File: config.mk
export PLATFORM = sky130hd
export DESIGN_NAME = knightTop
export DESIGN_NICKNAME = d
export VERILOG_FILES = /design/src/rtl/knightPkg.sv /design/src/rtl/cmdIf.sv /design/src/rtl/knightTop.sv /design/src/rtl/cmdProc.sv /design/src/rtl/cmdWrapper.sv /design/src/rtl/uartXcvr.sv
export VERILOG_INCLUDE_DIRS = /design/src /design/src/rtl
export SDC_FILE = /design/constraint.sdc
export NUM_CORES = 1
export LEC_CHECK = 0
export BUFFER_PORTS_ARGS = -buffer_cell sky130_fd_sc_hd__buf_4
export CORE_ASPECT_RATIO = 0.8
export CORE_MARGIN = 8
export CORE_UTILIZATION = 39
export DETAILED_ROUTE_END_ITERATION = 10
export GPL_ROUTABILITY_DRIVEN = 0
export PLACE_DENSITY = 0.58
export SYNTH_ARGS = -nofsm -noshare
export SYNTH_HDL_FRONTEND = slang
export SYNTH_HIERARCHICAL = 1
export SYNTH_SLANG_ARGS = --single-unit
File: constraint.sdc
create_clock -name clk -period 3.7 [get_ports clk]
set_input_delay 0 -clock clk [delete_from_list [all_inputs] [get_ports clk]]
set_output_delay 0 -clock clk [all_outputs]
set_load 0.03 [all_outputs]
File: src/rtl/knight_cfg.svh
`ifndef KNIGHT_CFG_SVH
`define KNIGHT_CFG_SVH

////////////////////
// UART timing
////////////////////

// Clock cycles per UART bit
`define BAUD_DIV 8

////////////////////
// Motion timing
////////////////////

// Cycles of the moving phase for each square travelled
`define MOVE_CYC_PER_SQ 32

////////////////////
// Board geometry
////////////////////

// Edge length of the square board, positions are 3 bits wide
`define BOARD_SIZE 5

// Square occupied after reset
`define START_XX 3'd2
`define START_YY 3'd2

////////////////////
// Response bytes
////////////////////

// Command accepted and completed
`define POS_ACK 8'hA5
// Command rejected, nothing done
`define NEG_ACK 8'h5A

`endif
File: src/rtl/knightPkg.sv
package knightPkg;

  ////////////////////
  // Command fields
  ////////////////////

  // Opcode in cmd[15:12]
  // Any value not listed here is rejected
  typedef enum logic [3:0] {
    CALIBRATE = 4'h2,
    MOVE      = 4'h4
  } opcodeT;

  // Heading in cmd[11:4]
  // North and south change yy, west and east change xx
  typedef enum logic [7:0] {
    NORTH = 8'h00,
    WEST  = 8'h3F,
    SOUTH = 8'h7F,
    EAST  = 8'hBF
  } headingT;

  ////////////////////
  // Processor FSM
  ////////////////////

  // Idle / waiting on calibration / timed move phase / response pending
  typedef enum logic [1:0] {
    IDLE    = 2'd0,
    CAL     = 2'd1,
    MOVE_PH = 2'd2,
    RESP    = 2'd3
  } procStateT;

endpackage

File: src/rtl/cmdIf.sv
`timescale 1ns/100ps

interface cmdIf;

  // Assembled 16-bit command and its valid flag
  logic [15:0] cmd;
  logic        cmdRdy;
  // Processor acknowledges the command
  logic        clrCmdRdy;

  // One response byte per command
  logic [7:0]  resp;
  // Pulse with resp valid
  logic        sendResp;
  // Pulse once the byte has left the tx line
  logic        respSent;

  // UART side, owns the command and the sent flag
  modport wrap (
    output cmd, cmdRdy, respSent,
    input  clrCmdRdy, resp, sendResp
  );

  // Command processor side
  modport proc (
    input  cmd, cmdRdy, respSent,
    output clrCmdRdy, resp, sendResp
  );

endinterface

File: src/rtl/knightTop.sv
`timescale 1ns/100ps

module knightTop (
  input  logic       clk,
  input  logic       rstN,
  input  logic       rx,
  input  logic       calDone,
  output logic       tx,
  output logic       strtCal,
  output logic       moving,
  output logic [2:0] xx,
  output logic [2:0] yy
);

  // Receive stream
  logic [7:0] rxData;
  logic       rxRdy;
  logic       clrRxRdy;
  // Transmit stream
  logic [7:0] txData;
  logic       trmt;
  logic       txDone;

  // Command and response between wrapper and processor
  cmdIf cif ();

  // Serial line
  uartXcvr uart_i (
    .clk      (clk),
    .rstN     (rstN),
    .rx       (rx),
    .txData   (txData),
    .trmt     (trmt),
    .clrRxRdy (clrRxRdy),
    .tx       (tx),
    .txDone   (txDone),
    .rxData   (rxData),
    .rxRdy    (rxRdy)
  );

  // Bytes to commands and back
  cmdWrapper wrap_i (
    .clk      (clk),
    .rstN     (rstN),
    .rxData   (rxData),
    .rxRdy    (rxRdy),
    .txDone   (txDone),
    .clrRxRdy (clrRxRdy),
    .txData   (txData),
    .trmt     (trmt),
    .cif      (cif.wrap)
  );

  // Decode, calibrate, move, track the knight
  cmdProc proc_i (
    .clk     (clk),
    .rstN    (rstN),
    .calDone (calDone),
    .strtCal (strtCal),
    .moving  (moving),
    .xx      (xx),
    .yy      (yy),
    .cif     (cif.proc)
  );

endmodule

File: src/rtl/cmdProc.sv
`timescale 1ns/100ps
`include "knight_cfg.svh"

module cmdProc
  import knightPkg::*;
(
  input  logic       clk,
  input  logic       rstN,
  input  logic       calDone,
  output logic       strtCal,
  output logic       moving,
  output logic [2:0] xx,
  output logic [2:0] yy,
  cmdIf.proc         cif
);

  procStateT state;
  // Second cycle of command intake
  logic      decode;

  // Command fields
  opcodeT    op;
  headingT   hd;
  logic [3:0] sq;

  // Signed target arithmetic, one sign bit and room for overflow
  logic signed [5:0] xExt;
  logic signed [5:0] yExt;
  logic signed [5:0] sqExt;
  logic signed [5:0] tgtX;
  logic signed [5:0] tgtY;
  logic              hdOk;
  logic              onBoard;
  logic              moveOk;

  // Remaining cycles of the move phase
  logic [15:0] moveCnt;
  // Destination square latched at decode
  logic [2:0]  dstX;
  logic [2:0]  dstY;

  assign op = opcodeT'(cif.cmd[15:12]);
  assign hd = headingT'(cif.cmd[11:4]);
  assign sq = cif.cmd[3:0];

  ////////////////////
  // Target square
  ////////////////////

  assign xExt  = $signed({3'b000, xx});
  assign yExt  = $signed({3'b000, yy});
  assign sqExt = $signed({2'b00, sq});

  always_comb begin
    hdOk = 1'b1;
    tgtX = xExt;
    tgtY = yExt;
    case (hd)
      NORTH: tgtY = yExt + sqExt;
      SOUTH: tgtY = yExt - sqExt;
      WEST:  tgtX = xExt - sqExt;
      EAST:  tgtX = xExt + sqExt;
      // Heading outside the four compass points
      default: hdOk = 1'b0;
    endcase
  end

  assign onBoard = (tgtX >= 6'sd0) && (tgtX < $signed(6'(`BOARD_SIZE))) &&
                   (tgtY >= 6'sd0) && (tgtY < $signed(6'(`BOARD_SIZE)));

  assign moveOk = (op == MOVE) && hdOk && (sq != 4'd0) && onBoard;

  // Take the command while idle, cmdRdy drops next cycle
  assign cif.clrCmdRdy = (state == IDLE) && cif.cmdRdy && !decode;

  // High for exactly the move phase
  assign moving = (state == MOVE_PH);

  ////////////////////
  // Control FSM
  ////////////////////

  always_ff @(posedge clk or negedge rstN) begin
    if (!rstN) begin
      state        <= IDLE;
      decode       <= 1'b0;
      strtCal      <= 1'b0;
      cif.sendResp <= 1'b0;
      moveCnt      <= '0;
      xx           <= `START_XX;
      yy           <= `START_YY;
    end else begin
      strtCal      <= 1'b0;
      cif.sendResp <= 1'b0;
      decode       <= cif.clrCmdRdy;
      case (state)
        IDLE: begin
          if (decode) begin
            if (op == CALIBRATE) begin
              strtCal <= 1'b1;
              state   <= CAL;
            end else if (moveOk) begin
              moveCnt <= 16'(sq * `MOVE_CYC_PER_SQ);
              state   <= MOVE_PH;
            end else begin
              // Rejected, answer at once
              cif.sendResp <= 1'b1;
              state        <= RESP;
            end
          end
        end
        CAL: begin
          // No timeout, gyro side decides
          if (calDone) begin
            cif.sendResp <= 1'b1;
            state        <= RESP;
          end
        end
        MOVE_PH: begin
          if (moveCnt == 16'd1) begin
            // Arrived, position changes as moving falls
            xx           <= dstX;
            yy           <= dstY;
            cif.sendResp <= 1'b1;
            state        <= RESP;
          end else begin
            moveCnt <= moveCnt - 16'd1;
          end
        end
        RESP: begin
          if (cif.respSent)
            state <= IDLE;
        end
        default: state <= IDLE;
      endcase
    end
  end

  ////////////////////
  // Payload
  ////////////////////

  always_ff @(posedge clk) begin
    if (state == IDLE && decode) begin
      dstX     <= tgtX[2:0];
      dstY     <= tgtY[2:0];
      cif.resp <= (op == CALIBRATE || moveOk) ? `POS_ACK : `NEG_ACK;
    end
  end

endmodule

File: src/rtl/cmdWrapper.sv
`timescale 1ns/100ps

module cmdWrapper (
  input  logic       clk,
  input  logic       rstN,
  input  logic [7:0] rxData,
  input  logic       rxRdy,
  input  logic       txDone,
  output logic       clrRxRdy,
  output logic [7:0] txData,
  output logic       trmt,
  cmdIf.wrap         cif
);

  typedef enum logic {
    WAIT_HI = 1'b0,
    WAIT_LO = 1'b1
  } pairStateT;

  pairStateT  pairSt;
  logic [7:0] hiByte;
  // Command held from pairing until its response is out
  logic       busy;
  // First cycle of a fresh rxRdy
  logic       rxNew;

  assign rxNew = rxRdy && !clrRxRdy;

  ////////////////////
  // Byte pairing
  ////////////////////

  always_ff @(posedge clk or negedge rstN) begin
    if (!rstN) begin
      pairSt     <= WAIT_HI;
      clrRxRdy   <= 1'b0;
      cif.cmdRdy <= 1'b0;
      busy       <= 1'b0;
    end else begin
      // Acknowledge each byte one cycle after rxRdy
      clrRxRdy <= rxNew;
      if (cif.clrCmdRdy)
        cif.cmdRdy <= 1'b0;
      if (txDone)
        busy <= 1'b0;
      if (rxNew) begin
        if (busy) begin
          // Drop the byte, pairing starts over
          pairSt <= WAIT_HI;
        end else if (pairSt == WAIT_HI) begin
          pairSt <= WAIT_LO;
        end else begin
          pairSt     <= WAIT_HI;
          cif.cmdRdy <= 1'b1;
          busy       <= 1'b1;
        end
      end
    end
  end

  // High byte first, low byte completes the command
  always_ff @(posedge clk) begin
    if (rxNew && !busy) begin
      if (pairSt == WAIT_HI)
        hiByte <= rxData;
      else
        cif.cmd <= {hiByte, rxData};
    end
  end

  ////////////////////
  // Response path
  ////////////////////

  always_ff @(posedge clk or negedge rstN) begin
    if (!rstN) begin
      trmt         <= 1'b0;
      cif.respSent <= 1'b0;
    end else begin
      trmt         <= cif.sendResp;
      cif.respSent <= txDone;
    end
  end

  always_ff @(posedge clk) begin
    if (cif.sendResp)
      txData <= cif.resp;
  end

endmodule

File: src/rtl/uartXcvr.sv
`timescale 1ns/100ps
`include "knight_cfg.svh"

module uartXcvr (
  input  logic       clk,
  input  logic       rstN,
  input  logic       rx,
  input  logic [7:0] txData,
  input  logic       trmt,
  input  logic       clrRxRdy,
  output logic       tx,
  output logic       txDone,
  output logic [7:0] rxData,
  output logic       rxRdy
);

  // Baud counter width, wide enough for BAUD_DIV - 1
  localparam int baudW = $clog2(`BAUD_DIV + 1);
  localparam logic [baudW-1:0] baudMax = baudW'(`BAUD_DIV - 1);
  // Countdown from start edge to middle of the start bit
  localparam logic [baudW-1:0] halfMax = baudW'(`BAUD_DIV / 2 - 1);

  typedef enum logic {
    RX_IDLE = 1'b0,
    RX_RECV = 1'b1
  } rxStateT;

  ////////////////////
  // Receiver
  ////////////////////

  rxStateT          rxState;
  logic             rxMeta;
  logic             rxSync;
  logic [baudW-1:0] rxBaud;
  // Bit index, 0 start, 1..8 data, 9 stop
  logic [3:0]       rxBit;
  logic [7:0]       rxShift;
  logic             rxSample;

  // Two flops against metastability, idle high
  always_ff @(posedge clk or negedge rstN) begin
    if (!rstN) begin
      rxMeta <= 1'b1;
      rxSync <= 1'b1;
    end else begin
      rxMeta <= rx;
      rxSync <= rxMeta;
    end
  end

  // Mid-bit strobe
  assign rxSample = (rxState == RX_RECV) && (rxBaud == '0);

  always_ff @(posedge clk or negedge rstN) begin
    if (!rstN) begin
      rxState <= RX_IDLE;
      rxBaud  <= '0;
      rxBit   <= '0;
      rxRdy   <= 1'b0;
    end else begin
      if (clrRxRdy)
        rxRdy <= 1'b0;
      case (rxState)
        RX_IDLE: begin
          // Falling edge on the line starts a frame
          if (!rxSync) begin
            rxState <= RX_RECV;
            rxBaud  <= halfMax;
            rxBit   <= '0;
          end
        end
        RX_RECV: begin
          if (rxSample) begin
            rxBaud <= baudMax;
            rxBit  <= rxBit + 4'd1;
            // Glitch, start bit no longer low at mid-bit
            if (rxBit == 4'd0 && rxSync)
              rxState <= RX_IDLE;
            // Stop bit, byte only valid when the line is high
            if (rxBit == 4'd9) begin
              rxState <= RX_IDLE;
              if (rxSync)
                rxRdy <= 1'b1;
            end
          end else begin
            rxBaud <= rxBaud - 1'b1;
          end
        end
        default: rxState <= RX_IDLE;
      endcase
    end
  end

  // Data bits arrive LSB first
  always_ff @(posedge clk) begin
    if (rxSample && rxBit >= 4'd1 && rxBit <= 4'd8)
      rxShift <= {rxSync, rxShift[7:1]};
    if (rxSample && rxBit == 4'd9 && rxSync)
      rxData <= rxShift;
  end

  ////////////////////
  // Transmitter
  ////////////////////

  logic             txBusy;
  logic [baudW-1:0] txBaud;
  logic [3:0]       txBit;
  // Stop, data, start, shifted out from bit 0
  logic [9:0]       txShift;

  always_ff @(posedge clk or negedge rstN) begin
    if (!rstN) begin
      txBusy  <= 1'b0;
      txBaud  <= '0;
      txBit   <= '0;
      txShift <= '1;
      txDone  <= 1'b0;
    end else begin
      txDone <= 1'b0;
      if (!txBusy) begin
        // New byte, ignored while a frame is in flight
        if (trmt) begin
          txBusy  <= 1'b1;
          txBaud  <= baudMax;
          txBit   <= '0;
          txShift <= {1'b1, txData, 1'b0};
        end
      end else if (txBaud == '0) begin
        txBaud  <= baudMax;
        // Shift in ones so the line rests high
        txShift <= {1'b1, txShift[9:1]};
        if (txBit == 4'd9) begin
          txBusy <= 1'b0;
          txDone <= 1'b1;
        end else begin
          txBit <= txBit + 4'd1;
        end
      end else begin
        txBaud <= txBaud - 1'b1;
      end
    end
  end

  assign tx = txShift[0];

endmodule

==> metrics.cfg <==
[worst_setup_path]
crit_arrival_ps=3620
crit_path_start_kind=flip-flop
worstPathCellList=ha_1 -> fa_1 -> nor2_1 -> o211ai_1 -> a31oi_1 -> a2111oi_0 -> buf_4 -> a2111oi_4 -> nand3_1 -> a21o_1 -> o41ai_1
critPathKind=reg2reg
worstSetupEndpointType=flip-flop
critPathMaxFanout=10
critPathRequiredTime_ps=4000
cpPeakStageDelay_ps=520
cp_slowest_cell=edfxtp_1

[sta]
finalCriticalPeriod_ps=3320
relSlewSlack_pct=42.47
rsz0062_at_grt=no
setup_viol=0
skew_ps=9.752
setup_slack_ps=379.9
max_clock_freq_mhz=301.2
slew_violations=0
finalHoldViolations=0
post-route-period-util_pct=89.73
worst_pin_slew_ps=862.9
setup-tns-final_ps=0

[cells_and_area]
drive_above_1_share_pct=17.62
area_delta_synth_final_pct=14.50
layout.nets=527
antenna_cells=0

[global_routing]
grt_max_degree=65
grt_overflow_total=0
grt_pass1_vias=3604
grt_pass1_wl_mm=18.01
grt_usage_pct=11.73
antenna_found_initial=0

[place]
dp_slack_ps=466.5
numPortBuffers=12
place.detailed.hpwl_mm=7.218

[routing]
wire_per_inst_um=15.30
drc=0
final_antenna_net_count=0
wirelength_mm=10.62
drtPass1Iterations=4
vias=3642
viasPerCell=5.248
drt_iter0_drc=322

[synthesis]
syn_avg_cell_area_sq_um=12.26
synth-main-ff-cell=edfxtp_1
synth.net_count=510
synth_top_cells_by_count=edfxtp_1, dfrtp_1, inv_1, o21ai_0
ys_seq_area_share_pct=56.64
synth_cell_types=74
synthCells=475
async_flop_share_pct=53.33
yosys-top-cells-area=edfxtp_1, dfrtp_1, dfstp_2
synth_warnings=6
yosysTopAreaCell=edfxtp_1
mappedNetlistArea_sq_mm=0.005826
ys_ff_latch=120
yosysMostFrequentCell=edfxtp_1
synth_edf_count=56
yosysTopAreaCellShare_pct=28.87

[clocking]
clkSlewWorstSetupHoldPaths_ps=60
cts_buffers=17
cts_max_level=4
cts.sinks=120
postCtsSetupBuffers=0
clk_path_buf_depth=2
cts_tree=done
cts_root_buffer=clkbuf_16
insertion_delay_ps=420

[die]
die_h_um=125.3
floorplan.core_area_sq_mm=0.01481
io_pins=13
die-area_sq_mm=0.01913
initial_core_util_pct=39.32
die_x_um=152.6
core.rowCount=40

[pwr]
power_density_mw_per_mm2=644.3
cellLeakagePower_nw=2.694
ir_drop_mv=0.3687

[flow_run]
cap_violations=0

[run_status]
status=completed

[hold_path]
hp-class=in2reg

==> cell usage in the layout, fill, tap and decap left out, types with 5 or more instances in the layout <==
cell type,Yosys,routed
dfrtp_1,51,51
clkbuf_16,0,17
inv_6,0,6
nor3_1,8,8
o21ai_0,31,31
inv_1,34,34
edfxtp_1,56,56
dfstp_2,13,13
nor2_1,20,20
nand2_1,27,27
mux2i_1,17,17
a21oi_1,14,14
nand3_1,13,13
ha_1,27,27
buf_4,9,16
o31ai_1,6,6
mux2_2,9,9
nor2b_1,8,8
nand2b_1,13,13
nor4_1,5,5
o21ai_1,9,9
==> layout make-up <==
class	count	area, sq um
multi-input combinational	300	2275
clock inverter	15	156.4
timing repair buffer	19	150.1
tap	189	236.5
inverter	34	127.6
fill	1367	8144
clock buffer	17	425.4
sequential	120	3299
==> flip-flops by register name, indices dropped and copies added (netlist names), 2 cells and up <==
name / count
proc_i/moveCnt: 16
wrap_i/cif.cmd: 16
uart_i/txShift: 9
uart_i/rxData: 8
uart_i/rxShift: 8
wrap_i/hiByte: 8
wrap_i/txData: 8
uart_i/rxBaud: 4
uart_i/rxBit: 4
uart_i/txBaud: 4
uart_i/txBit: 4
proc_i/dstX: 3
proc_i/dstY: 3
proc_i/xx: 3
proc_i/yy: 3
proc_i/cif.resp: 2
proc_i/state: 2
==> where the power goes <==
group	switching, mW	internal [mW]	total, mW	leakage [nW]
Combinational	0.526	0.390	0.916	1.11
Sequential	0.185	1.58	1.77	1.30
Clock	0.660	0.953	1.61	0.283
==> path summary, 6_finish.rpt <==
kind | slack (ps) | to | cells after the start | from
setup reg to reg | 380 | proc_i/moveCnt[15] | 11 | wrap_i/cif.cmd[0]
hold reg to reg | 360 | uart_i/rxSync | 0 | uart_i/rxMeta
hold / removal | 230 | uart_i/rxMeta | 2 | rx
min in group asynchronous | 250 | proc_i/xx[0] | 2 | rstN
setup / recovery | 380 | proc_i/moveCnt[15] | 11 | wrap_i/cif.cmd[0]
max in group asynchronous | 2900 | uart_i/rxState | 2 | rstN
==> stage by stage <==
step                cell area [sq um]  hold WS, ps  instances  util (%)  power [mW]
CTS                              6670        213.1        694     45.03       4.351
global route                     6670        211.8        694     45.03       4.550
global placement                 6058        110.1        659     40.90       2.676
detailed placement               6058        111.7        659     40.90       2.710
finish                           6670        230.9        694     45.03       4.297
floorplan                        5826       -295.6        475         -       2.480
==> critical path: cells and delay by family (launching register included) <==
kind	cells	cell delay, ps
compound gates	6	1570
fa+ha+maj	2	670
simple gates	2	280
flops	1	520
buf+inv	1	160
==> layer usage <==
layer	vias up	part of all wire [%]	track usage [%]
met1	1813	50	15.22
met3	13	3.8	3.683
li1	1773	-	-
met5	-	0	0
met4	0	1.1	4.936
met2	43	46	17.84
==> logic make-up (layout without fill, tap and decap cells) <==
group,after synthesis,count (layout),share of synthesized area (%)
buffers and inverters,55,85,4.317
xor gates and xnor gates,2,2,0.3007
DFF,120,120,56.64
adders and majority gates,31,31,7.174
muxes,27,27,4.918
and+or+nand+nor,133,133,13.60
AOI/OAI and AO/OA,107,107,13.06
==> what timing repair did <==
item                      4_1_cts  5_1_grt
gates resized for setup         0        0
hold buffers                    3        0
hold endpoints to repair       53        0
No activity file was read; power rests on OpenSTA's default activity.
